===== src/soc_config.svh =====
`ifndef SOC_CONFIG_SVH
`define SOC_CONFIG_SVH

// address map seen by both requesters
`define BASE_RAM_BASE     32'h8000_0000   // instruction bank window
`define EXT_RAM_BASE      32'h8040_0000   // data bank window
`define RAM_WINDOW_BITS   22              // 4 MiB offset per window

// bank depth in 32-bit words
// word address wraps inside the window
`define RAM_WORDS         256

// uart register pair
`define UART_DATA_ADDR    32'hBFD0_03F8   // rx buffer read, tx byte write
`define UART_STAT_ADDR    32'hBFD0_03FC   // bit0 tx idle, bit1 rx available

// serial timing, clocks per bit
`define UART_CLKS_PER_BIT 8

`endif


===== src/soc_pkg.sv =====
package soc_pkg;

    // decoded bus target, one per request
    typedef enum logic [2:0] {
        TGT_BASE,       // base ram bank
        TGT_EXT,        // ext ram bank
        TGT_UART_DATA,  // uart data register
        TGT_UART_STAT,  // uart status register
        TGT_NONE        // unmapped, reads zero
    } bus_target_e;

    // transmitter frame phases
    typedef enum logic [1:0] {
        TX_IDLE, TX_START, TX_DATA, TX_STOP
    } tx_state_e;

    // receiver frame phases
    typedef enum logic [1:0] {
        RX_IDLE, RX_START, RX_DATA, RX_STOP
    } rx_state_e;

endpackage


===== src/uart_tx.sv =====
`timescale 1ns/1ps
`include "soc_config.svh"

// 8N1 serial transmitter, lsb first
module uart_tx (
    input  logic       clk_i,
    input  logic       rst_i,
    input  logic       start_i,  // only sampled in idle
    input  logic [7:0] data_i,
    output logic       txd_o,
    output logic       busy_o
);
    import soc_pkg::*;

    localparam int CPB = `UART_CLKS_PER_BIT;
    localparam int CW  = $clog2(CPB);

    tx_state_e     state_q;
    logic [CW-1:0] clk_cnt_q;   // cycles into the current bit
    logic [2:0]    bit_idx_q;
    logic [7:0]    shift_q;     // payload, shifts right
    logic          txd_q;
    logic          bit_end;

    assign bit_end = (clk_cnt_q == CW'(CPB - 1));

    always_ff @(posedge clk_i) begin
        if (rst_i) begin
            state_q   <= TX_IDLE;
            clk_cnt_q <= '0;
            bit_idx_q <= '0;
            txd_q     <= 1'b1;  // line idles high
        end else begin
            clk_cnt_q <= (state_q == TX_IDLE || bit_end) ? '0 : clk_cnt_q + 1'b1;
            case (state_q)
                TX_IDLE: if (start_i) begin
                    state_q <= TX_START;
                    txd_q   <= 1'b0;  // start bit
                end
                TX_START: if (bit_end) begin
                    state_q   <= TX_DATA;
                    bit_idx_q <= '0;
                    txd_q     <= shift_q[0];
                end
                TX_DATA: if (bit_end) begin
                    bit_idx_q <= bit_idx_q + 1'b1;
                    if (bit_idx_q == 3'd7) begin
                        state_q <= TX_STOP;
                        txd_q   <= 1'b1;  // stop bit
                    end else begin
                        txd_q <= shift_q[1];  // next bit before the shift lands
                    end
                end
                default: if (bit_end) state_q <= TX_IDLE;  // end of stop bit
            endcase
        end
    end

    always_ff @(posedge clk_i) begin
        if (state_q == TX_IDLE && start_i) begin
            shift_q <= data_i;
        end else if (state_q == TX_DATA && bit_end) begin
            shift_q <= shift_q >> 1;
        end
    end

    assign txd_o  = txd_q;
    assign busy_o = (state_q != TX_IDLE);

    // the bridge must hold a write back until the frame is over
    a_start_in_idle: assert property (@(posedge clk_i) disable iff (rst_i)
        start_i |-> state_q == TX_IDLE);

endmodule


===== config.mk =====
export PLATFORM = sky130hd
export DESIGN_NAME = uart_tx
export DESIGN_NICKNAME = d
export VERILOG_FILES = /design/src/soc_pkg.sv /design/src/uart_tx.sv
export VERILOG_INCLUDE_DIRS = /design/src
export SDC_FILE = /design/constraint.sdc
export NUM_CORES = 1
export LEC_CHECK = 0
export BUFFER_PORTS_ARGS = -buffer_cell sky130_fd_sc_hd__buf_2
export CAP_MARGIN = 10
export CORE_MARGIN = 2
export CORE_UTILIZATION = 37
export CTS_CLUSTER_SIZE = 25
export DETAILED_ROUTE_END_ITERATION = 16
export GPL_TIMING_DRIVEN = 0
export HOLD_SLACK_MARGIN = 0.1
export PLACE_DENSITY = 0.65
export SYNTH_ARGS = -nofsm -noshare
export SYNTH_HDL_FRONTEND = slang
export SYNTH_SLANG_ARGS = --single-unit
export TNS_END_PERCENT = 100

===== constraint.sdc =====
create_clock -name clk_i -period 3.3 [get_ports clk_i]
set_input_delay 0.33 -clock clk_i [delete_from_list [all_inputs] [get_ports clk_i]]
set_output_delay 0.33 -clock clk_i [all_outputs]
set_load 0.005 [all_outputs]

==> metrics.yaml <==
run_status:
  outcome: "finished, final reports clean"
finish:
  nNetsFinal: 106
  final_cell_area_um2: 973.4
  fillCellCount: 221
  final_layout_size_suffix_gt1_share_pct: 30.23
  insertedDiodeCount: 0
  regArea_um2: 420.4
  multiInputGateArea_um2: 407.9
  syn_to_final_growth_pct: 14.24
timing:
  fin_crit_sh_pct: 51.47
  fin_tns_setup_ps: 0
  slew_headroom_pct: 73.74
  fmax_mhz: 588.8
  worstMarginPinSlew_ps: 393.9
  slew_viol_final: 0
  hold_viol_final: 0
  fin_worst_skew_ps: 0.9413
  period_needed_ps: 1698
  setup_viol_count_final: 0
  rsz0062_at_grt: "false"
global_route:
  grt.busiest_layer: "met2"
  grt_pass1_vias: 583
  use_met3_pct: 2.586
  overflow: 0
  antenna_found_initial: 0
  grt_first_pass_wirelength_um: 2511
  grt.total_usage_pct: 13.24
  grt_use_met2_pct: 21.31
  grt_max_degree: 11
  use_met1_pct: 15.16
synthesis:
  ys_types: 25
  synthCells: 70
  yosysSeqAreaShare_pct: 49.34
  yosys-top-cells-area: "edfxtp_1 28%, dfxtp_1 21%, ha_1 12%"
  synth_area_um2: 852.1
  ys_ff_latch: 17
  yosysTopAreaCell: "edfxtp_1"
  yosys_warnings: 0
  mappedNetlistNets: 89
  syn_avg_cell_area_um2: 12.17
  synth_top_cell_area_share_pct: 28.19
routing:
  dr.first_iter.drc_count: 10
  firstDrtPassIters: 4
  drc: 0
  via_count: 560
  wl_per_cell_um: 11.81
  antenna_left: 0
  viasPerCell: 4.912
  wl_um: 1346
power_and_ir_drop:
  power_mw: 0.6928
  worst_ir_drop_vdd_v: 0.0003353
  power_density_nw_per_um2: 711.7
  p_leak_nw: 0.4159
worst_hold_path:
  hp-start: "rst_i"
  hp-class: "in2reg"
  hold_depth: 3
  whs_endpoint: "state_q[1]"
clock_tree:
  cts-hold-fix-buffers: 0
  clk_path_buf_depth: 2
  h-tree-depth: 1
  cts_resized: 0
  clk_pin_slew_worst_paths_ps: 100
  cts_tree: "yes"
  post_cts_buffers: 0
  clk_latency_ps: 290
  clock-sinks: 17
  cts_root_buf: "clkbuf_4"
  cts_inserted_buffers: 3
worst_setup_path:
  critPathLaunchType: "flop"
  cpLargestDelayFamily: "multiplexers"
  cp_cell_sequence: "inv_1, ha_1, buf_2, nand2_1, mux2_2"
  slowest_stage: "mux2_2"
  cpPeakStageDelay_ps: 380
  crit_path_end_kind: "flop"
  rr_startpoint: "state_q[0]"
  required_ps: 3350
  cp.arrival_ps: 1750
  timing.rr.end: "shift_q[1]"
  critical_path_class: "reg2reg"
  crit_buf_inv: 2
  ff2ff_setup_slack_ps: 1600
  reg2regPathDepth: 5
  critPathMaxFanout: 9
place:
  dpl_cell_area_um2: 947.2
  dp_hpwl_um: 1009
  port-buffer-count: 12
  finalWeightedCongestion: 0.7683
die:
  fp-row-count: 17
  initial_core_util_pct: 38.89
  core_area_um2: 2191
  ios: 13
  fp.dieH_um: 51.99
  die_w_um: 51.99
  dieArea_um2: 2703
job:
  max_cap_violations: 0
how the worst max path moves through the flow:
stage | from | endpoint | slack (ps) | cells past startpoint
5_1_grt | state_q[0] | shift_q[4] | 1410 | 5
3_5_place_dp | state_q[0] | shift_q[0] | 1590 | 5
2_1_floorplan | state_q[0] | shift_q[0] | 1760 | 5
6_report | state_q[0] | shift_q[1] | 1600 | 5
3_3_place_gp | state_q[0] | shift_q[1] | 1620 | 5
4_1_cts | state_q[0] | shift_q[0] | 1560 | 5
per-stage QoR:
step	cells	setup WS [ps]	utilization [%]	hold slack [ps]
floorplan	70	1756	-	405.3
global placement	110	1618	43.23	422.6
detailed placement	110	1594	43.23	427.7
CTS	114	1563	44.43	310.2
global route	114	1412	44.43	326.6
finish	114	1602	44.43	310.7
area by class of cell:
class,instances,area share (%)
Timing Repair Buffer,12,6.170
Buffer,2,0.8997
Multi-Input combinational cell,47,41.90
Sequential cell,17,43.19
Inverter,4,1.542
Tap cell,28,3.599
Clock buffer,4,2.699
sequential cells by signal (all words and copies together) (netlist names):
register	cells
txd_o	1
clk_cnt_q	3
bit_idx_q	3
state_q	2
shift_q	8
cell families after synthesis:
family,after synthesis,share of synthesized area [%]
buf+inv,6,2.789
fa+ha+maj,8,11.75
flops,17,49.34
mux,10,12.78
compound gates,9,11.45
simple gates,20,11.89
placed cells by master, fill, tap and decap left out:
cell type and instances:
a2111oi_4 1, a311oi_1 1, nand2_1 4, ha_1 8, and3_1 1, clkbuf_4 3
nor2_1 4, mux2_2 7, and2_1 2, o211a_1 1, a32oi_1 2, o21ba_4 1
o21ai_0 1, nor2b_1 1, clkbuf_1 2, edfxtp_1 8, nand2b_1 3, buf_2 13
dfxtp_1 9, nor3_1 3, or2_2 1, o21bai_1 1, mux2i_1 3, inv_1 4
nor4_1 1, a21oi_1 1
power breakdown:
group | total [mW] | switching [mW] | internal [mW]
clock | 0.113 | 0.0656 | 0.0470
sequential | 0.309 | 0.0208 | 0.288
combinational | 0.271 | 0.136 | 0.135
total | 0.693 | 0.222 | 0.470
routing by layer:
layer / up-vias / wire length [µm] / part of all wire (%)
met3: 4 / 40 / 3.0
met5: - / 0 / 0
met2: 10 / 605 / 45
met4: 0 / 52 / 3.9
met1: 263 / 646 / 48
li1: 283 / - / -
worst min-delay path, stage by stage:
cell,delay [ps]
buf_2,80
nand2b_1,90
mux2i_1,60
synthesized netlist by cell type:
cell,count
o21ai_0,1
dfxtp_1,9
nor2b_1,1
o21bai_1,1
buf_2,1
inv_1,4
nand2b_1,3
nor3_1,3
o21ba_4,1
nor4_1,1
nor2_1,4
and3_1,1
a311oi_1,1
o211a_1,1
mux2i_1,3
a32oi_1,2
and2_1,2
nand2_1,4
edfxtp_1,8
mux2_2,7
ha_1,8
a21oi_1,1
a2111oi_4,1
clkbuf_1,1
or2_2,1
(Power assumes the default switching activity.)
