File: src/soc_config.svh
`ifndef SOC_CONFIG_SVH
`define SOC_CONFIG_SVH

// address map seen by both requesters
`define BASE_RAM_BASE     32'h8000_0000   // instruction bank window
`define EXT_RAM_BASE      32'h8040_0000   // data bank window
`define RAM_WINDOW_BITS   22              // 4 MiB offset per window

// bank depth in 32-bit words
// word address wraps inside the window
`define RAM_WORDS         256

// uart register pair
`define UART_DATA_ADDR    32'hBFD0_03F8   // rx buffer read, tx byte write
`define UART_STAT_ADDR    32'hBFD0_03FC   // bit0 tx idle, bit1 rx available

// serial timing, clocks per bit
`define UART_CLKS_PER_BIT 8

`endif

File: src/soc_pkg.sv
package soc_pkg;

    // decoded bus target, one per request
    typedef enum logic [2:0] {
        TGT_BASE,       // base ram bank
        TGT_EXT,        // ext ram bank
        TGT_UART_DATA,  // uart data register
        TGT_UART_STAT,  // uart status register
        TGT_NONE        // unmapped, reads zero
    } bus_target_e;

    // transmitter frame phases
    typedef enum logic [1:0] {
        TX_IDLE, TX_START, TX_DATA, TX_STOP
    } tx_state_e;

    // receiver frame phases
    typedef enum logic [1:0] {
        RX_IDLE, RX_START, RX_DATA, RX_STOP
    } rx_state_e;

endpackage

File: src/uart_rx.sv
`timescale 1ns/1ps
`include "soc_config.svh"

// 8N1 serial receiver, samples at mid-bit
module uart_rx (
    input  logic       clk_i,
    input  logic       rst_i,
    input  logic       rxd_i,
    output logic       ready_o,  // one cycle, byte on data_o
    output logic [7:0] data_o
);
    import soc_pkg::*;

    localparam int CPB  = `UART_CLKS_PER_BIT;
    localparam int HALF = CPB / 2;
    localparam int CW   = $clog2(CPB);

    rx_state_e     state_q;
    logic          rxd_meta_q;   // sync stage 1
    logic          rxd_q;        // sync stage 2
    logic [CW-1:0] clk_cnt_q;
    logic [2:0]    bit_idx_q;
    logic [7:0]    shift_q;
    logic          ready_q;
    logic          mid_start;    // middle of the start bit
    logic          bit_end;      // one full period later, middle of next bit

    assign mid_start = (clk_cnt_q == CW'(HALF - 1));
    assign bit_end   = (clk_cnt_q == CW'(CPB - 1));

    always_ff @(posedge clk_i) begin
        if (rst_i) begin
            rxd_meta_q <= 1'b1;
            rxd_q      <= 1'b1;
        end else begin
            rxd_meta_q <= rxd_i;
            rxd_q      <= rxd_meta_q;
        end
    end

    always_ff @(posedge clk_i) begin
        if (rst_i) begin
            state_q   <= RX_IDLE;
            clk_cnt_q <= '0;
            bit_idx_q <= '0;
            ready_q   <= 1'b0;
        end else begin
            ready_q   <= 1'b0;
            clk_cnt_q <= clk_cnt_q + 1'b1;
            case (state_q)
                RX_IDLE: begin
                    clk_cnt_q <= '0;
                    if (!rxd_q) state_q <= RX_START;  // falling edge seen
                end
                RX_START: if (mid_start) begin
                    clk_cnt_q <= '0;
                    bit_idx_q <= '0;
                    state_q   <= rxd_q ? RX_IDLE : RX_DATA;  // glitch drops back
                end
                RX_DATA: if (bit_end) begin
                    clk_cnt_q <= '0;
                    bit_idx_q <= bit_idx_q + 1'b1;
                    if (bit_idx_q == 3'd7) state_q <= RX_STOP;
                end
                default: if (bit_end) begin
                    ready_q <= rxd_q;  // bad stop bit, frame dropped
                    state_q <= RX_IDLE;
                end
            endcase
        end
    end

    always_ff @(posedge clk_i) begin
        if (state_q == RX_DATA && bit_end) begin
            shift_q <= {rxd_q, shift_q[7:1]};  // lsb arrives first
        end
    end

    assign ready_o = ready_q;
    assign data_o  = shift_q;  // stable from the stop bit on

endmodule

File: config.mk
export PLATFORM = sky130hd
export DESIGN_NAME = uart_rx
export DESIGN_NICKNAME = d
export VERILOG_FILES = /design/src/soc_pkg.sv /design/src/uart_rx.sv
export VERILOG_INCLUDE_DIRS = /design/src
export SDC_FILE = /design/constraint.sdc
export NUM_CORES = 1
export LEC_CHECK = 0
export BUFFER_PORTS_ARGS = -buffer_cell sky130_fd_sc_hd__buf_2
export CORE_ASPECT_RATIO = 1.1
export CORE_MARGIN = 4
export CORE_UTILIZATION = 44
export DETAILED_ROUTE_END_ITERATION = 10
export PLACE_DENSITY_LB_ADDON = 0.2
export SYNTH_ARGS = -nofsm -noshare
export SYNTH_HDL_FRONTEND = slang
export SYNTH_SLANG_ARGS = --single-unit
File: constraint.sdc
create_clock -name clk_i -period 2 [get_ports clk_i]
set_input_delay 0.1 -clock clk_i [delete_from_list [all_inputs] [get_ports clk_i]]
set_output_delay 0.1 -clock clk_i [all_outputs]
set_load 0.005 [all_outputs]
==> metrics.yaml, run 1 <==
outcome:
  outcome: "finished clean"
synth:
  postSynthCellCount: 73
  ys_ff_latch: 19
  synth_top_cell_by_area: "edfxtp_1"
  synth.yosys.seq_area_share_pct: 54.1
  synth-warning-count: 0
  synth_area_um2: 851
  ys_top_cells_by_count: "11 x dfxtp_1, 9 x ha_1, 8 x edfxtp_1"
  synthDistinctLibCells: 29
  syn_nets: 85
  ys.flop_type: "dfxtp_1"
  synthMostInstantiatedCell: "dfxtp_1"
  synth-async-reset-ratio_pct: 0
  synth_area_per_cell_um2: 11.7
  synth_area_leaders: "edfxtp_1 28%, dfxtp_1 26%, ha_1 13%"
  synth-edff-count: 8
  synth_top_cell_area_share_pct: 28.2
clock_tree:
  clkTransAtPathRegs_ns: 0.11
  clock_latency_ns: 0.31
  cts.sinks: 19
  cts_setup_buffers: 0
  holdBufCountCts: 1
  clk_path_buf_depth: 2
  htreeDepth: 1
  cts-root-buf: "clkbuf_4"
  cts_tree: "done"
  cts-resized-gates: 0
  cts_buffers: 3
critical_path:
  end_kind: "register"
  worstSetupPathType: "register to register"
  critPathMaxFanout: 11
  reg2regPathDepth: 6
  cp-start-kind: "register"
  required_ns: 2.24
  cp.arrival_ns: 1.92
routing:
  dr.pass1.iters: 4
  viasPerCell: 5.70
  wl_per_cell_um: 13.9
  routed_wl_um: 1460
  drc: 0
  ant_nets: 0
  dr_total_vias: 598
  drtIter0Drc: 17
finish:
  post-route-util_pct: 53.3
  fillers: 158
  drive_gt1_share_pct: 24.1
  nets: 100
  fin_area_um2: 960
  antenna_cells: 0
  areaGrowthSynthToFinish_pct: 12.8
power:
  max-vdd-ir-drop_v: 0.000608
  power_uw: 789
  power.density_mw_per_mm2: 822
  leakage_uw: 0.000389
timing:
  hold_violations: 0
  slew_violations: 0
  setup_viol: 0
  setup_tns_ns: 0
  rsz0062_at_grt: "no"
  period_share_pct: 84.1
  period_needed_ns: 1.68
  finalClockSkew_ns: 0.00284
  max_freq_ghz: 0.595
  worstMarginPinSlew_ns: 0.350
  slew_headroom_pct: 76.7
die:
  fp.dieH_um: 54.1
  row_count: 16
  chipWidth_um: 49.9
  die_area_mm2: 0.00270
  initial_core_util_pct: 47.2
  io_pins: 12
  core-area_mm2: 0.00180
grt:
  overflow: 0
  grt_usage_pct: 12.7
  grt_pass1_wl_um: 2470
  busiest_layer: "met2"
  antenna_found_initial: 0
  grt_start_max_net_pins: 13
  grt_use_met2_pct: 19.4
  grtUsageMet1_pct: 15.2
  gr-usage-met3_pct: 3.32
  grt_pass1_vias: 549
place:
  placed_cell_area_um2: 920
  hpwl_um: 976
  numPortBuffers: 11
  gp_congestion: 0.813
run:
  maxCapViolations: 0
hold_path:
  worstHoldPathType: "primary input to register"
  worstHoldPathCells: 2
==> state kept, by name, summed over array words and instances, names as in the netlist <==
register	flops
bit_idx_q	3
clk_cnt_q	3
data_o	8
ready_o	1
rxd_meta_q	1
rxd_q	1
state_q	2
==> final timing paths <==
check / startpoint / endpoint / slack (ns)
setup / recovery: state_q[0] / state_q[0] / 0.32
hold / removal: rst_i / clk_cnt_q[2] / 0.10
setup reg to reg: state_q[0] / state_q[0] / 0.32
hold reg to reg: rxd_meta_q / rxd_q / 0.43
==> power by group <==
group / switching, µW / internal, µW / total [µW]
Combinational: 89.3 / 67.3 / 157
Sequential: 16.0 / 416 / 432
Clock: 124 / 76.5 / 200
==> cells by family (layout without fill, tap and decap cells) <==
| kind of cell | count (synthesis) | count (layout) | share of synthesized area (%) |
|---|---|---|---|
| flip-flops | 19 | 19 | 54.1 |
| adder cells (fa/ha/maj) | 9 | 9 | 13.2 |
| buffers and inverters | 5 | 19 | 2.35 |
| AO/OA/AOI/OAI | 15 | 15 | 12.6 |
| AND/OR/NAND/NOR | 25 | 25 | 17.6 |
==> cells in the final DEF, fill, tap and decap left out, types with 2 or more instances in the layout <==
cell type,instances
dfxtp_1,11
buf_2,11
ha_1,9
edfxtp_1,8
nor2_1,5
a21oi_1,5
nand2_1,4
inv_1,3
nand2b_1,3
clkbuf_4,3
or2_2,2
nand3b_1,2
a32oi_1,2
a31oi_1,2
==> worst max-delay path, cell delays in order, from the launching register on <==
cell and delay (ns):
dfxtp_1 0.42, inv_1 0.10, ha_1 0.33, nand2b_1 0.16
a31oi_1 0.11, a311o_1 0.34, a31oi_1 0.15
==> final cells by class <==
| type | instances | area (µm²) | share of cell area (%) |
|---|---|---|---|
| Inverter | 3 | 11.3 | 1.17 |
| Clock buffer | 3 | 22.5 | 2.35 |
| Multi-Input combinational cell | 49 | 370 | 38.6 |
| Tap cell | 18 | 22.5 | 2.35 |
| Sequential cell | 19 | 460 | 48.0 |
| Clock inverter | 1 | 7.51 | 0.782 |
| Timing Repair Buffer | 12 | 65.1 | 6.78 |
==> per-stage QoR <==
| step | worst slack, ns | hold slack [ns] | std cells |
|---|---|---|---|
| floorplan | 0.489 | 0.204 | 73 |
| global placement | 0.354 | 0.285 | 100 |
| detailed placement | 0.378 | 0.292 | 100 |
| CTS | 0.339 | 0.0958 | 105 |
| global route | 0.244 | 0.101 | 105 |
| finish | 0.318 | 0.100 | 105 |
==> per-layer routing <==
| metal | vias to the layer above | wire length (µm) |
|---|---|---|
| li1 | 296 | - |
| met1 | 273 | 689 |
| met2 | 20 | 636 |
| met3 | 9 | 69 |
| met4 | 0 | 65 |
| met5 | - | 0 |
(Power assumes the default switching activity.)
==> run 2: changes to the inputs <==
clock period = 1.4 ns   (was 2 ns; I/O delays follow)
==> run 2 against run 1 <==
  * Count of clock-buffer cells in the layout unchanged
  * Global-route usage is 1.9 points higher
  * Largest cell class unchanged
  * Largest power group unchanged
  * Worst hold slack worse by 0.021 ns
  * Critical path type unchanged
  * Utilization rose by 11 points
  * The flow now finishes with violations (negative setup slack)
==> metrics.yaml, run 2 (synthesis gave the netlist of run 1 again) <==
outcome:
  outcome: "finished, violations left"
  violations: "negative setup slack"
clock_tree:
  clkTransAtPathRegs_ns: 0.11  # about the same
  clock_latency_ns: 0.31  # about the same
  cts_tree: "done"
  cts-root-buf: "clkbuf_4"
  htreeDepth: 1  # unchanged
  cts.sinks: 19  # unchanged
  cts_buffers: 3  # unchanged
  clk_path_buf_depth: 2  # unchanged
critical_path:
  slowest_stage: "dfxtp_4"
  required_ns: 1.63  # -0.61 ns
  r2r_slack_ns: -0.06  # -0.37 ns
  end_kind: "register"
  r2r-start: "state_q[0]"
  cpMostUsedCell: "a31oi_1"
  critPathMaxStageDelay_ns: 0.39  # -0.03 ns
  cp.arrival_ns: 1.69  # -0.23 ns
  worstSetupPathType: "register to register"
  crit_chain: "inv_4 -> ha_4 -> buf_4 -> nand2_2 -> a31oi_1 -> a311o_1 -> a31oi_1"
  reg2regPathDepth: 7  # +1
  cp-start-kind: "register"
  reg2reg_to: "state_q[0]"
  critPathMaxFanout: 3  # -8
grt:
  grt_start_max_net_pins: 13  # unchanged
  grt_pass1_vias: 616  # +12%
  antenna_found_initial: 0  # unchanged
  grt_pass1_wl_um: 2820  # +14%
  grt_usage_pct: 14.6  # +1.9 points
  overflow: 0  # unchanged
timing:
  period_share_pct: 104  # +20 points
  slew_headroom_pct: 82.7  # +6.0 points
  rsz0062_at_grt: "yes"
  worstMarginPinSlew_ns: 0.255  # -0.0943 ns
  setup_slack_ns: -0.0560  # -0.374 ns
  setup_tns_ns: -0.0626  # -0.0626 ns
  setup_viol: 2  # +2
  whs_ns: 0.0790  # -0.0210 ns
  period_needed_ns: 1.46  # -0.226 ns
  hold_violations: 0  # unchanged
  finalClockSkew_ns: 0.00308  # +0.000245 ns
  max_freq_ghz: 0.687  # +16%
  slew_violations: 0  # unchanged
finish:
  nets: 113  # +13%
  multi_input_area_um2: 453  # +22%
  largest_reg_flops: 8  # unchanged
  antenna_cells: 0  # unchanged
  regArea_um2: 470  # +2.2%
  instances_no_fill: 118  # +12%
  fin_area_mm2: 0.00115  # +20%
  drive_gt1_share_pct: 52.0  # +28 points
  final_cell_mix: "13 x buf_4, 11 x buf_2, 8 x edfxtp_1"
  areaGrowthSynthToFinish_pct: 35.4
  fillers: 137  # -13%
  final_common_cell: "buf_4"
place:
  numPortBuffers: 11  # unchanged
  hpwl_um: 1160  # +19%
  placed_cell_area_mm2: 0.00102  # +11%
  dpl_worst_slack_ns: -0.0459  # -0.424 ns
  dp.cells: 110  # +10%
  gp_congestion: 0.875  # +7.5%
hold_path:
  worstHoldPathCells: 2  # unchanged
  hold_path_startpoint: "rst_i"
  worstHoldPathType: "primary input to register"
  hold_end: "bit_idx_q[0]"
power:
  power.density_mw_per_mm2: 1140  # +38%
  leakage_uw: 0.000462  # +19%
  max-vdd-ir-drop_v: 0.000779  # +28%
routing:
  wl_per_cell_um: 14.6  # +4.9%
  dr_total_vias: 658  # +10%
  drtIter0Drc: 11  # -6
  dr.pass1.iters: 4  # unchanged
  drc: 0  # unchanged
  viasPerCell: 5.58  # -2.1%
  routed_wl_um: 1720  # +18%
  ant_nets: 0  # unchanged
die:
  die_area_mm2: 0.00270  # unchanged
  io_pins: 12  # unchanged
  fp.dieH_um: 54.1  # unchanged
  core-area_mm2: 0.00180  # unchanged
  row_count: 16  # unchanged
  initial_core_util_pct: 47.2  # unchanged
  chipWidth_um: 49.9  # unchanged
run:
  maxCapViolations: 0  # unchanged
## run 2: cell count changes in the layout (fill, tap and decap cells not counted), sizes merged
cell / before / now
buf: 11 / 24
## run 2: repair_timing
item,CTS,global route
hold buffers,1,0
setup buffers,3,0
pin swaps,3,0
endpoints found under the setup margin,3,7
gates resized for setup,5,10
hold endpoints to repair,1,0
## run 2: routing by layer
layer	wire [µm]	part of all wire (%)	GRT usage, %
met5	0	0	0
met4	52	3.0	11.1
met3	51	3.0	2.49
met2	810	47	23.8
met1	809	47	17.4
## run 2: critical path, delay by kind of cell, from the launching register on
kind / cells / cell delay, ns
flip-flops: 1 / 0.39
buffers and inverters: 2 / 0.19
AO/OA/AOI/OAI: 3 / 0.57
adder cells (fa/ha/maj): 1 / 0.16
AND/OR/NAND/NOR: 1 / 0.06
## run 2: worst max path at each step
stage                      end  slack, ns         start
floorplan           state_q[0]     -0.003    state_q[0]
global placement    state_q[1]      -0.03    state_q[0]
detailed placement  state_q[1]      -0.05    state_q[0]
CTS                 state_q[0]      -0.03  clk_cnt_q[0]
global route        state_q[0]      -0.12  bit_idx_q[0]
finish              state_q[0]      -0.06    state_q[0]
## run 2: cell type report
type / count / area share, %
Clock buffer: 3 / 1.95
Clock inverter: 1 / 0.651
Inverter: 3 / 1.19
Multi-Input combinational cell: 49 / 39.3
Sequential cell: 19 / 40.8
Tap cell: 18 / 1.95
Timing Repair Buffer: 25 / 14.1
## run 2: where the power goes
| part | internal, µW | switching [µW] | total (µW) |
|---|---|---|---|
| Sequential | 602 | 28.3 | 630 |
| Combinational | 205 | 175 | 380 |
| Clock | 109 | 190 | 300 |
## run 2: per-stage QoR
stage          util, %  power (µW)
2_1_floorplan        -         823
5_1_grt           64.0        1380
3_5_place_dp      56.6         931
3_3_place_gp      56.6         926
6_report          64.0        1310
4_1_cts           61.4        1280
