<file path="src/soc_config.svh">
`ifndef SOC_CONFIG_SVH
`define SOC_CONFIG_SVH

// address map seen by both requesters
`define BASE_RAM_BASE     32'h8000_0000   // instruction bank window
`define EXT_RAM_BASE      32'h8040_0000   // data bank window
`define RAM_WINDOW_BITS   22              // 4 MiB offset per window

// bank depth in 32-bit words
// word address wraps inside the window
`define RAM_WORDS         256

// uart register pair
`define UART_DATA_ADDR    32'hBFD0_03F8   // rx buffer read, tx byte write
`define UART_STAT_ADDR    32'hBFD0_03FC   // bit0 tx idle, bit1 rx available

// serial timing, clocks per bit
`define UART_CLKS_PER_BIT 8

`endif

</file>
<file path="src/soc_pkg.sv">
package soc_pkg;

    // decoded bus target, one per request
    typedef enum logic [2:0] {
        TGT_BASE,       // base ram bank
        TGT_EXT,        // ext ram bank
        TGT_UART_DATA,  // uart data register
        TGT_UART_STAT,  // uart status register
        TGT_NONE        // unmapped, reads zero
    } bus_target_e;

    // transmitter frame phases
    typedef enum logic [1:0] {
        TX_IDLE, TX_START, TX_DATA, TX_STOP
    } tx_state_e;

    // receiver frame phases
    typedef enum logic [1:0] {
        RX_IDLE, RX_START, RX_DATA, RX_STOP
    } rx_state_e;

endpackage

</file>
<file path="src/mem_port_if.sv">
`timescale 1ns/1ps

// one requester's path into the bridge
// req and resp are plain levels, access completes when both are high
interface mem_port_if;
    logic        req;    // access pending
    logic        we;     // write when high
    logic [31:0] addr;   // byte address
    logic [31:0] wdata;
    logic [3:0]  be;     // byte lane enables, active high
    logic [31:0] rdata;  // valid while req and resp
    logic        resp;   // low means stalled

    // cpu side
    modport requester (
        output req, we, addr, wdata, be,
        input  rdata, resp
    );

    // bridge side
    modport responder (
        input  req, we, addr, wdata, be,
        output rdata, resp
    );
endinterface

</file>
<file path="src/bus_bridge.sv">
`timescale 1ns/1ps
`include "soc_config.svh"

module bus_bridge (
    input  logic                          clk_i,
    input  logic                          rst_i,
    mem_port_if.responder                 ifu,          // fetch side
    mem_port_if.responder                 lsu,          // load/store side
    output logic [$clog2(`RAM_WORDS)-1:0] base_addr_o,
    output logic [31:0]                   base_wdata_o,
    output logic [3:0]                    base_be_o,
    output logic                          base_we_o,
    input  logic [31:0]                   base_rdata_i,
    output logic [$clog2(`RAM_WORDS)-1:0] ext_addr_o,
    output logic [31:0]                   ext_wdata_o,
    output logic [3:0]                    ext_be_o,
    output logic                          ext_we_o,
    input  logic [31:0]                   ext_rdata_i,
    input  logic                          tx_busy_i,
    output logic                          tx_start_o,
    output logic [7:0]                    tx_data_o,
    input  logic                          rx_ready_i,   // one cycle pulse from receiver
    input  logic [7:0]                    rx_data_i
);
    import soc_pkg::*;

    localparam int          AW        = $clog2(`RAM_WORDS);
    localparam logic [31:0] BASE_ADDR = `BASE_RAM_BASE;
    localparam logic [31:0] EXT_ADDR  = `EXT_RAM_BASE;

    bus_target_e ifu_tgt;
    bus_target_e lsu_tgt;
    logic        lsu_base;    // lsu owns base ram this cycle
    logic        tx_stall;    // data write while transmitter busy
    logic        lsu_done;
    logic        rx_rd;       // completed read of the data register
    logic        rx_avail_q;
    logic [7:0]  rx_buf_q;

    function automatic bus_target_e decode(input logic [31:0] addr);
        if (addr[31:`RAM_WINDOW_BITS] == BASE_ADDR[31:`RAM_WINDOW_BITS]) return TGT_BASE;
        if (addr[31:`RAM_WINDOW_BITS] == EXT_ADDR[31:`RAM_WINDOW_BITS]) return TGT_EXT;
        if (addr == `UART_DATA_ADDR) return TGT_UART_DATA;
        if (addr == `UART_STAT_ADDR) return TGT_UART_STAT;
        return TGT_NONE;
    endfunction

    assign ifu_tgt = decode(ifu.addr);
    assign lsu_tgt = decode(lsu.addr);

    assign lsu_base = lsu.req && (lsu_tgt == TGT_BASE);
    assign tx_stall = lsu.req && lsu.we && (lsu_tgt == TGT_UART_DATA) && tx_busy_i;

    assign lsu.resp = lsu.req && !tx_stall;   // only back-pressure is the busy tx
    assign ifu.resp = ifu.req && !lsu_base;   // fetch loses base ram to lsu
    assign lsu_done = lsu.req && lsu.resp;

    // base bank steering with lsu first
    always_comb begin
        if (lsu_base) begin
            base_addr_o  = lsu.addr[2 +: AW];  // wraps inside the window
            base_wdata_o = lsu.wdata;
            base_be_o    = lsu.be;
            base_we_o    = lsu.we;
        end else begin
            base_addr_o  = ifu.addr[2 +: AW];
            base_wdata_o = ifu.wdata;
            base_be_o    = ifu.be;
            base_we_o    = ifu.req && ifu.we && (ifu_tgt == TGT_BASE);
        end
    end

    // ext bank belongs to lsu alone
    assign ext_addr_o  = lsu.addr[2 +: AW];
    assign ext_wdata_o = lsu.wdata;
    assign ext_be_o    = lsu.be;
    assign ext_we_o    = lsu_done && lsu.we && (lsu_tgt == TGT_EXT);

    assign tx_start_o = lsu_done && lsu.we && (lsu_tgt == TGT_UART_DATA);
    assign tx_data_o  = lsu.wdata[7:0];  // low byte goes out
    assign rx_rd      = lsu_done && !lsu.we && (lsu_tgt == TGT_UART_DATA);

    always_comb begin
        case (lsu_tgt)
            TGT_BASE:      lsu.rdata = base_rdata_i;
            TGT_EXT:       lsu.rdata = ext_rdata_i;
            TGT_UART_DATA: lsu.rdata = {24'd0, rx_buf_q};
            TGT_UART_STAT: lsu.rdata = {30'd0, rx_avail_q, ~tx_busy_i};
            default:       lsu.rdata = '0;  // unmapped
        endcase
    end

    // fetch only sees base ram and reads zero elsewhere
    assign ifu.rdata = (ifu_tgt == TGT_BASE) ? base_rdata_i : '0;

    // receive flag where a new byte beats a clearing read
    always_ff @(posedge clk_i) begin
        if (rst_i) begin
            rx_avail_q <= 1'b0;
        end else if (rx_ready_i) begin
            rx_avail_q <= 1'b1;
        end else if (rx_rd) begin
            rx_avail_q <= 1'b0;
        end
    end

    always_ff @(posedge clk_i) begin
        if (rx_ready_i) begin
            rx_buf_q <= rx_data_i;  // newest byte overwrites
        end
    end

    // a stalled requester keeps its access up until resp
    a_lsu_stall_held: assert property (@(posedge clk_i) disable iff (rst_i)
        lsu.req && !lsu.resp |=> lsu.req && $stable(lsu.addr) && $stable(lsu.wdata));

    a_ifu_stall_held: assert property (@(posedge clk_i) disable iff (rst_i)
        ifu.req && !ifu.resp |=> ifu.req && $stable(ifu.addr));

    // uart_tx must raise busy after a start so the next write is held back
    a_busy_after_start: assert property (@(posedge clk_i) disable iff (rst_i)
        tx_start_o |=> tx_busy_i);

endmodule

</file>
<file path="src/flat_wrapper.sv">
// flat-port wrapper written by rule: the top's interface ports become plain ports
module bus_bridge_flat import soc_pkg::*;
  (clk_i, rst_i, base_addr_o, base_wdata_o, base_be_o, base_we_o, base_rdata_i, ext_addr_o, ext_wdata_o, ext_be_o, ext_we_o, ext_rdata_i, tx_busy_i, tx_start_o, tx_data_o, rx_ready_i, rx_data_i, ifu_req, ifu_we, ifu_addr, ifu_wdata, ifu_be, ifu_rdata, ifu_resp, lsu_req, lsu_we, lsu_addr, lsu_wdata, lsu_be, lsu_rdata, lsu_resp);
  mem_port_if ifu_i ();
  mem_port_if lsu_i ();
  input  logic clk_i;
  input  logic rst_i;
  output logic [$clog2(`RAM_WORDS)-1:0] base_addr_o;
  output logic [31:0] base_wdata_o;
  output logic [3:0] base_be_o;
  output logic base_we_o;
  input  logic [31:0] base_rdata_i;
  output logic [$clog2(`RAM_WORDS)-1:0] ext_addr_o;
  output logic [31:0] ext_wdata_o;
  output logic [3:0] ext_be_o;
  output logic ext_we_o;
  input  logic [31:0] ext_rdata_i;
  input  logic tx_busy_i;
  output logic tx_start_o;
  output logic [7:0] tx_data_o;
  input  logic rx_ready_i;
  input  logic [7:0] rx_data_i;
  input wire logic [$bits(ifu_i.req)-1:0] ifu_req;
  input wire logic [$bits(ifu_i.we)-1:0] ifu_we;
  input wire logic [$bits(ifu_i.addr)-1:0] ifu_addr;
  input wire logic [$bits(ifu_i.wdata)-1:0] ifu_wdata;
  input wire logic [$bits(ifu_i.be)-1:0] ifu_be;
  output wire logic [$bits(ifu_i.rdata)-1:0] ifu_rdata;
  output wire logic [$bits(ifu_i.resp)-1:0] ifu_resp;
  input wire logic [$bits(lsu_i.req)-1:0] lsu_req;
  input wire logic [$bits(lsu_i.we)-1:0] lsu_we;
  input wire logic [$bits(lsu_i.addr)-1:0] lsu_addr;
  input wire logic [$bits(lsu_i.wdata)-1:0] lsu_wdata;
  input wire logic [$bits(lsu_i.be)-1:0] lsu_be;
  output wire logic [$bits(lsu_i.rdata)-1:0] lsu_rdata;
  output wire logic [$bits(lsu_i.resp)-1:0] lsu_resp;
  assign ifu_i.req = ifu_req;
  assign ifu_i.we = ifu_we;
  assign ifu_i.addr = ifu_addr;
  assign ifu_i.wdata = ifu_wdata;
  assign ifu_i.be = ifu_be;
  assign ifu_rdata = ifu_i.rdata;
  assign ifu_resp = ifu_i.resp;
  assign lsu_i.req = lsu_req;
  assign lsu_i.we = lsu_we;
  assign lsu_i.addr = lsu_addr;
  assign lsu_i.wdata = lsu_wdata;
  assign lsu_i.be = lsu_be;
  assign lsu_rdata = lsu_i.rdata;
  assign lsu_resp = lsu_i.resp;
  bus_bridge u_core (.clk_i(clk_i), .rst_i(rst_i), .ifu(ifu_i), .lsu(lsu_i), .base_addr_o(base_addr_o), .base_wdata_o(base_wdata_o), .base_be_o(base_be_o), .base_we_o(base_we_o), .base_rdata_i(base_rdata_i), .ext_addr_o(ext_addr_o), .ext_wdata_o(ext_wdata_o), .ext_be_o(ext_be_o), .ext_we_o(ext_we_o), .ext_rdata_i(ext_rdata_i), .tx_busy_i(tx_busy_i), .tx_start_o(tx_start_o), .tx_data_o(tx_data_o), .rx_ready_i(rx_ready_i), .rx_data_i(rx_data_i));
endmodule
</file>
<file path="config.mk">
export PLATFORM = sky130hd
export DESIGN_NAME = bus_bridge_flat
export DESIGN_NICKNAME = d
export VERILOG_FILES = /design/src/soc_pkg.sv /design/src/mem_port_if.sv /design/src/bus_bridge.sv /design/src/flat_wrapper.sv
export VERILOG_INCLUDE_DIRS = /design/src
export SDC_FILE = /design/constraint.sdc
export NUM_CORES = 1
export LEC_CHECK = 0
export BUFFER_PORTS_ARGS = -buffer_cell sky130_fd_sc_hd__buf_2
export CORE_AREA = 2 2 149 151
export DETAILED_ROUTE_END_ITERATION = 8
export DIE_AREA = 0 0 151 153
export PLACE_DENSITY_LB_ADDON = 0.15
export SLEW_MARGIN = 40
export SYNTH_ARGS = -nofsm -noshare
export SYNTH_HDL_FRONTEND = slang
export SYNTH_SLANG_ARGS = --single-unit
</file>
<file path="constraint.sdc">
create_clock -name clk_i -period 2.24 [get_ports clk_i]
set_clock_uncertainty 0.15 [all_clocks]
set_input_delay 0.448 -clock clk_i [delete_from_list [all_inputs] [get_ports clk_i]]
set_output_delay 0.448 -clock clk_i [all_outputs]
set_load 0.1 [all_outputs]
</file>
==> metrics.txt <==
pwr/cell area around 230 mW/mm^2; crit start category input port; worst rel slew slack 66.39%; type of destination of the critical path primary output; worst slew pin tran 0.5077 ns; critical path's top delay family simple AND/OR/NAND/NOR gates; total vias in the final route 3879; number of port buffers between 300 and 400; VDD IR max roughly 0.38 mV; synth warn 0; post-DP HPWL 13.42 mm; vias in the first global route roughly 4300; crit-path max FO 7; Period minus WS final between 2 and 3 ns; most frequent CP cell buf_12; CTS Buf Count 3; gp weighted congestion 0.8228; Die X-Extent approximately 150 um; setup slack after layout -0.5552 ns; synthesis-to-layout area growth 322.1%; CTS H-tree depth 1; routed len/inst 17.62 um; Final Hold Fails 0; CP cell instances buf_6 > nor4b_4 > buf_4 > nand4_1 > or3_4 > buf_12 > o32ai_4 > buf_12; Post-Syn Area per Cell between 6 and 7 um^2; most frequent cells in the layout 245 x buf_2, 129 x buf_12, 97 x nand2_8; Core Region 0.02149 mm^2; outcome finished, violations left; first-pass GRT wire length 25.76 mm; Ports between 300 and 400; max incr delay on CP 0.38 ns; Final ANT Viol Nets 0; Final Util 42.65%; clk_lat worst skew 0.23 ns; initial drt markers between 60 and 70; Initial Utilization 10.10%; CTS max path bufs 2; Design Area, Final 0.009164 mm^2; Residual DRC 0; R2R setup slack 1.43 ns; cts hold-fix bufs 0; Worst EP required 1.64 ns; RSZ-0062 raised after global routing true; Max Clk Rate roughly 360 MHz; Crit Path Category in2out; Slowest-stage cell, CP or3_4; pin count of the biggest net entering global routing 16; synthesized netlist cell count 337; Max Cap Violations 0; Finish-stage setup viols 113; Routed WL 17.50 mm; initial antenna violation count 2; DP Area between 0.007 and 0.008 mm^2; clk sinks 9; filler cell count 1996; placed cells 946; leak pwr 4.027 nW; global route total overflow 0; post-synthesis register bit count 9; layout cells sized above 1 93.12%; sequential fraction of the synthesis area 11.99%; routed vias/inst 3.906; CP Buf/Inv Count 4; Die Area 0.02310 mm^2; GRT Util Overall roughly 15%; Die Height roughly 150 um; leading cell type in the layout, fill and taps excluded buf_2; sum of negative setup slack -31.41 ns; drt first pass iters 4; Max Slew Vio Count 0; clock-pin transition on the worst setup and hold timing paths 0.04 ns; final period utilization 124.8%; Row Count 54; CTS tree done; worst endpoint data arrival time between 2 and 2.5 ns; syn_nets 553; Synth Cell Area ~0.0022 mm^2; failing checks setup timing; Hold Crit Class in2reg; count of unique library cells instantiated by Yosys 36; Layout Cells excl Fill 993; Root Buffer clkbuf_16; final net count 929
-- power by group --
part | switching, mW | internal [mW]
clock network | 0.0752 | 0.238
registers | 0.00390 | 0.198
logic | 1.07 | 0.510
total | 1.15 | 0.945
-- metal layers --
| layer | GRT usage, % | vias to the layer above | routed length (um) |
|---|---|---|---|
| met4 | 1.914 | 2 | 231 |
| met5 | 0 | - | 13 |
| met1 | 14.53 | 1821 | 5744 |
| met3 | 3.045 | 14 | 1229 |
| met2 | 30.80 | 195 | 10280 |
| li1 | - | 1847 | - |
-- flip-flops by register name, indices dropped and copies added (netlist names) --
signal	cells
u_core.rx_buf_q	8
u_core.rx_avail_q	1
-- cells by family (layout without fill, tap and decap cells) --
kind of cell | count (synthesis) | count (layout) | share of synthesized area [%]
buffers and inverters | 74 | 449 | 22.88
flip-flops | 9 | 9 | 11.99
AND/OR/NAND/NOR | 210 | 210 | 46.86
AO/OA/AOI/OAI | 34 | 34 | 13.66
other | 0 | 1 | 0
multiplexers | 10 | 10 | 4.611
-- what timing repair did --
item                       CTS  global route
gates resized for setup    273            42
cloned                      15             0
setup buffers               30             8
setup endpoints to repair  113           113
pin swaps                   82            65
-- worst paths after layout --
| kind | startpoint | end | cells past startpoint |
|---|---|---|---|
| worst max register to register | u_core.rx_avail_q | u_core.rx_avail_q | 3 |
| worst min-delay path | rx_data_i[3] | u_core.rx_buf_q[3] | 1 |
| worst max-delay path | lsu_addr[19] | lsu_rdata[4] | 8 |
| worst min register to register | u_core.rx_avail_q | u_core.rx_avail_q | 3 |
-- synthesized netlist by cell type (all sizes together) --
library cell	n	share of area, %
a22o	24	9.7
and2	33	9.5
and2b	1	0.40
and3	1	0.29
and4	1	0.40
and4bb	2	1.2
buf	63	21
clkbuf	9	1.7
dfxtp	1	0.92
edfxtp	8	11
inv	2	0.35
mux2i	10	4.6
nand2	135	23
nand2b	6	1.7
nand3	2	0.46
nand4	5	2.0
nand4b	2	0.81
nor2	10	1.7
nor3	2	0.46
nor4	3	1.6
nor4b	1	0.69
o22ai	2	0.58
o31a	1	0.46
o32ai	6	2.4
o41a	1	0.52
or2	1	0.29
or3	1	0.29
or4	1	0.35
or4b	3	1.4
-- stage by stage --
step                hold slack, ns  setup slack, ns  total power [mW]
floorplan                   0.3969          -0.5502             1.151
CTS                         0.2328          -0.5856             2.079
finish                      0.2389          -0.5552             2.091
global route                0.2368          -0.6258             2.170
global placement            0.4375          -0.7873             1.605
detailed placement          0.4381          -0.7946             1.609
-- cell type report --
class / count / area (um^2) / share of cell area [%]
timing repair buffer: 443 / 4713 / 51.43
multi-input combinational: 254 / 3751 / 40.93
antenna: 1 / 2.502 / 0.02731
sequential: 9 / 260.3 / 2.840
inverter: 2 / 7.507 / 0.08192
tap: 280 / 350.3 / 3.823
clock buffer: 4 / 78.83 / 0.8602
Note: power is estimated with default switching activity, not from simulation.
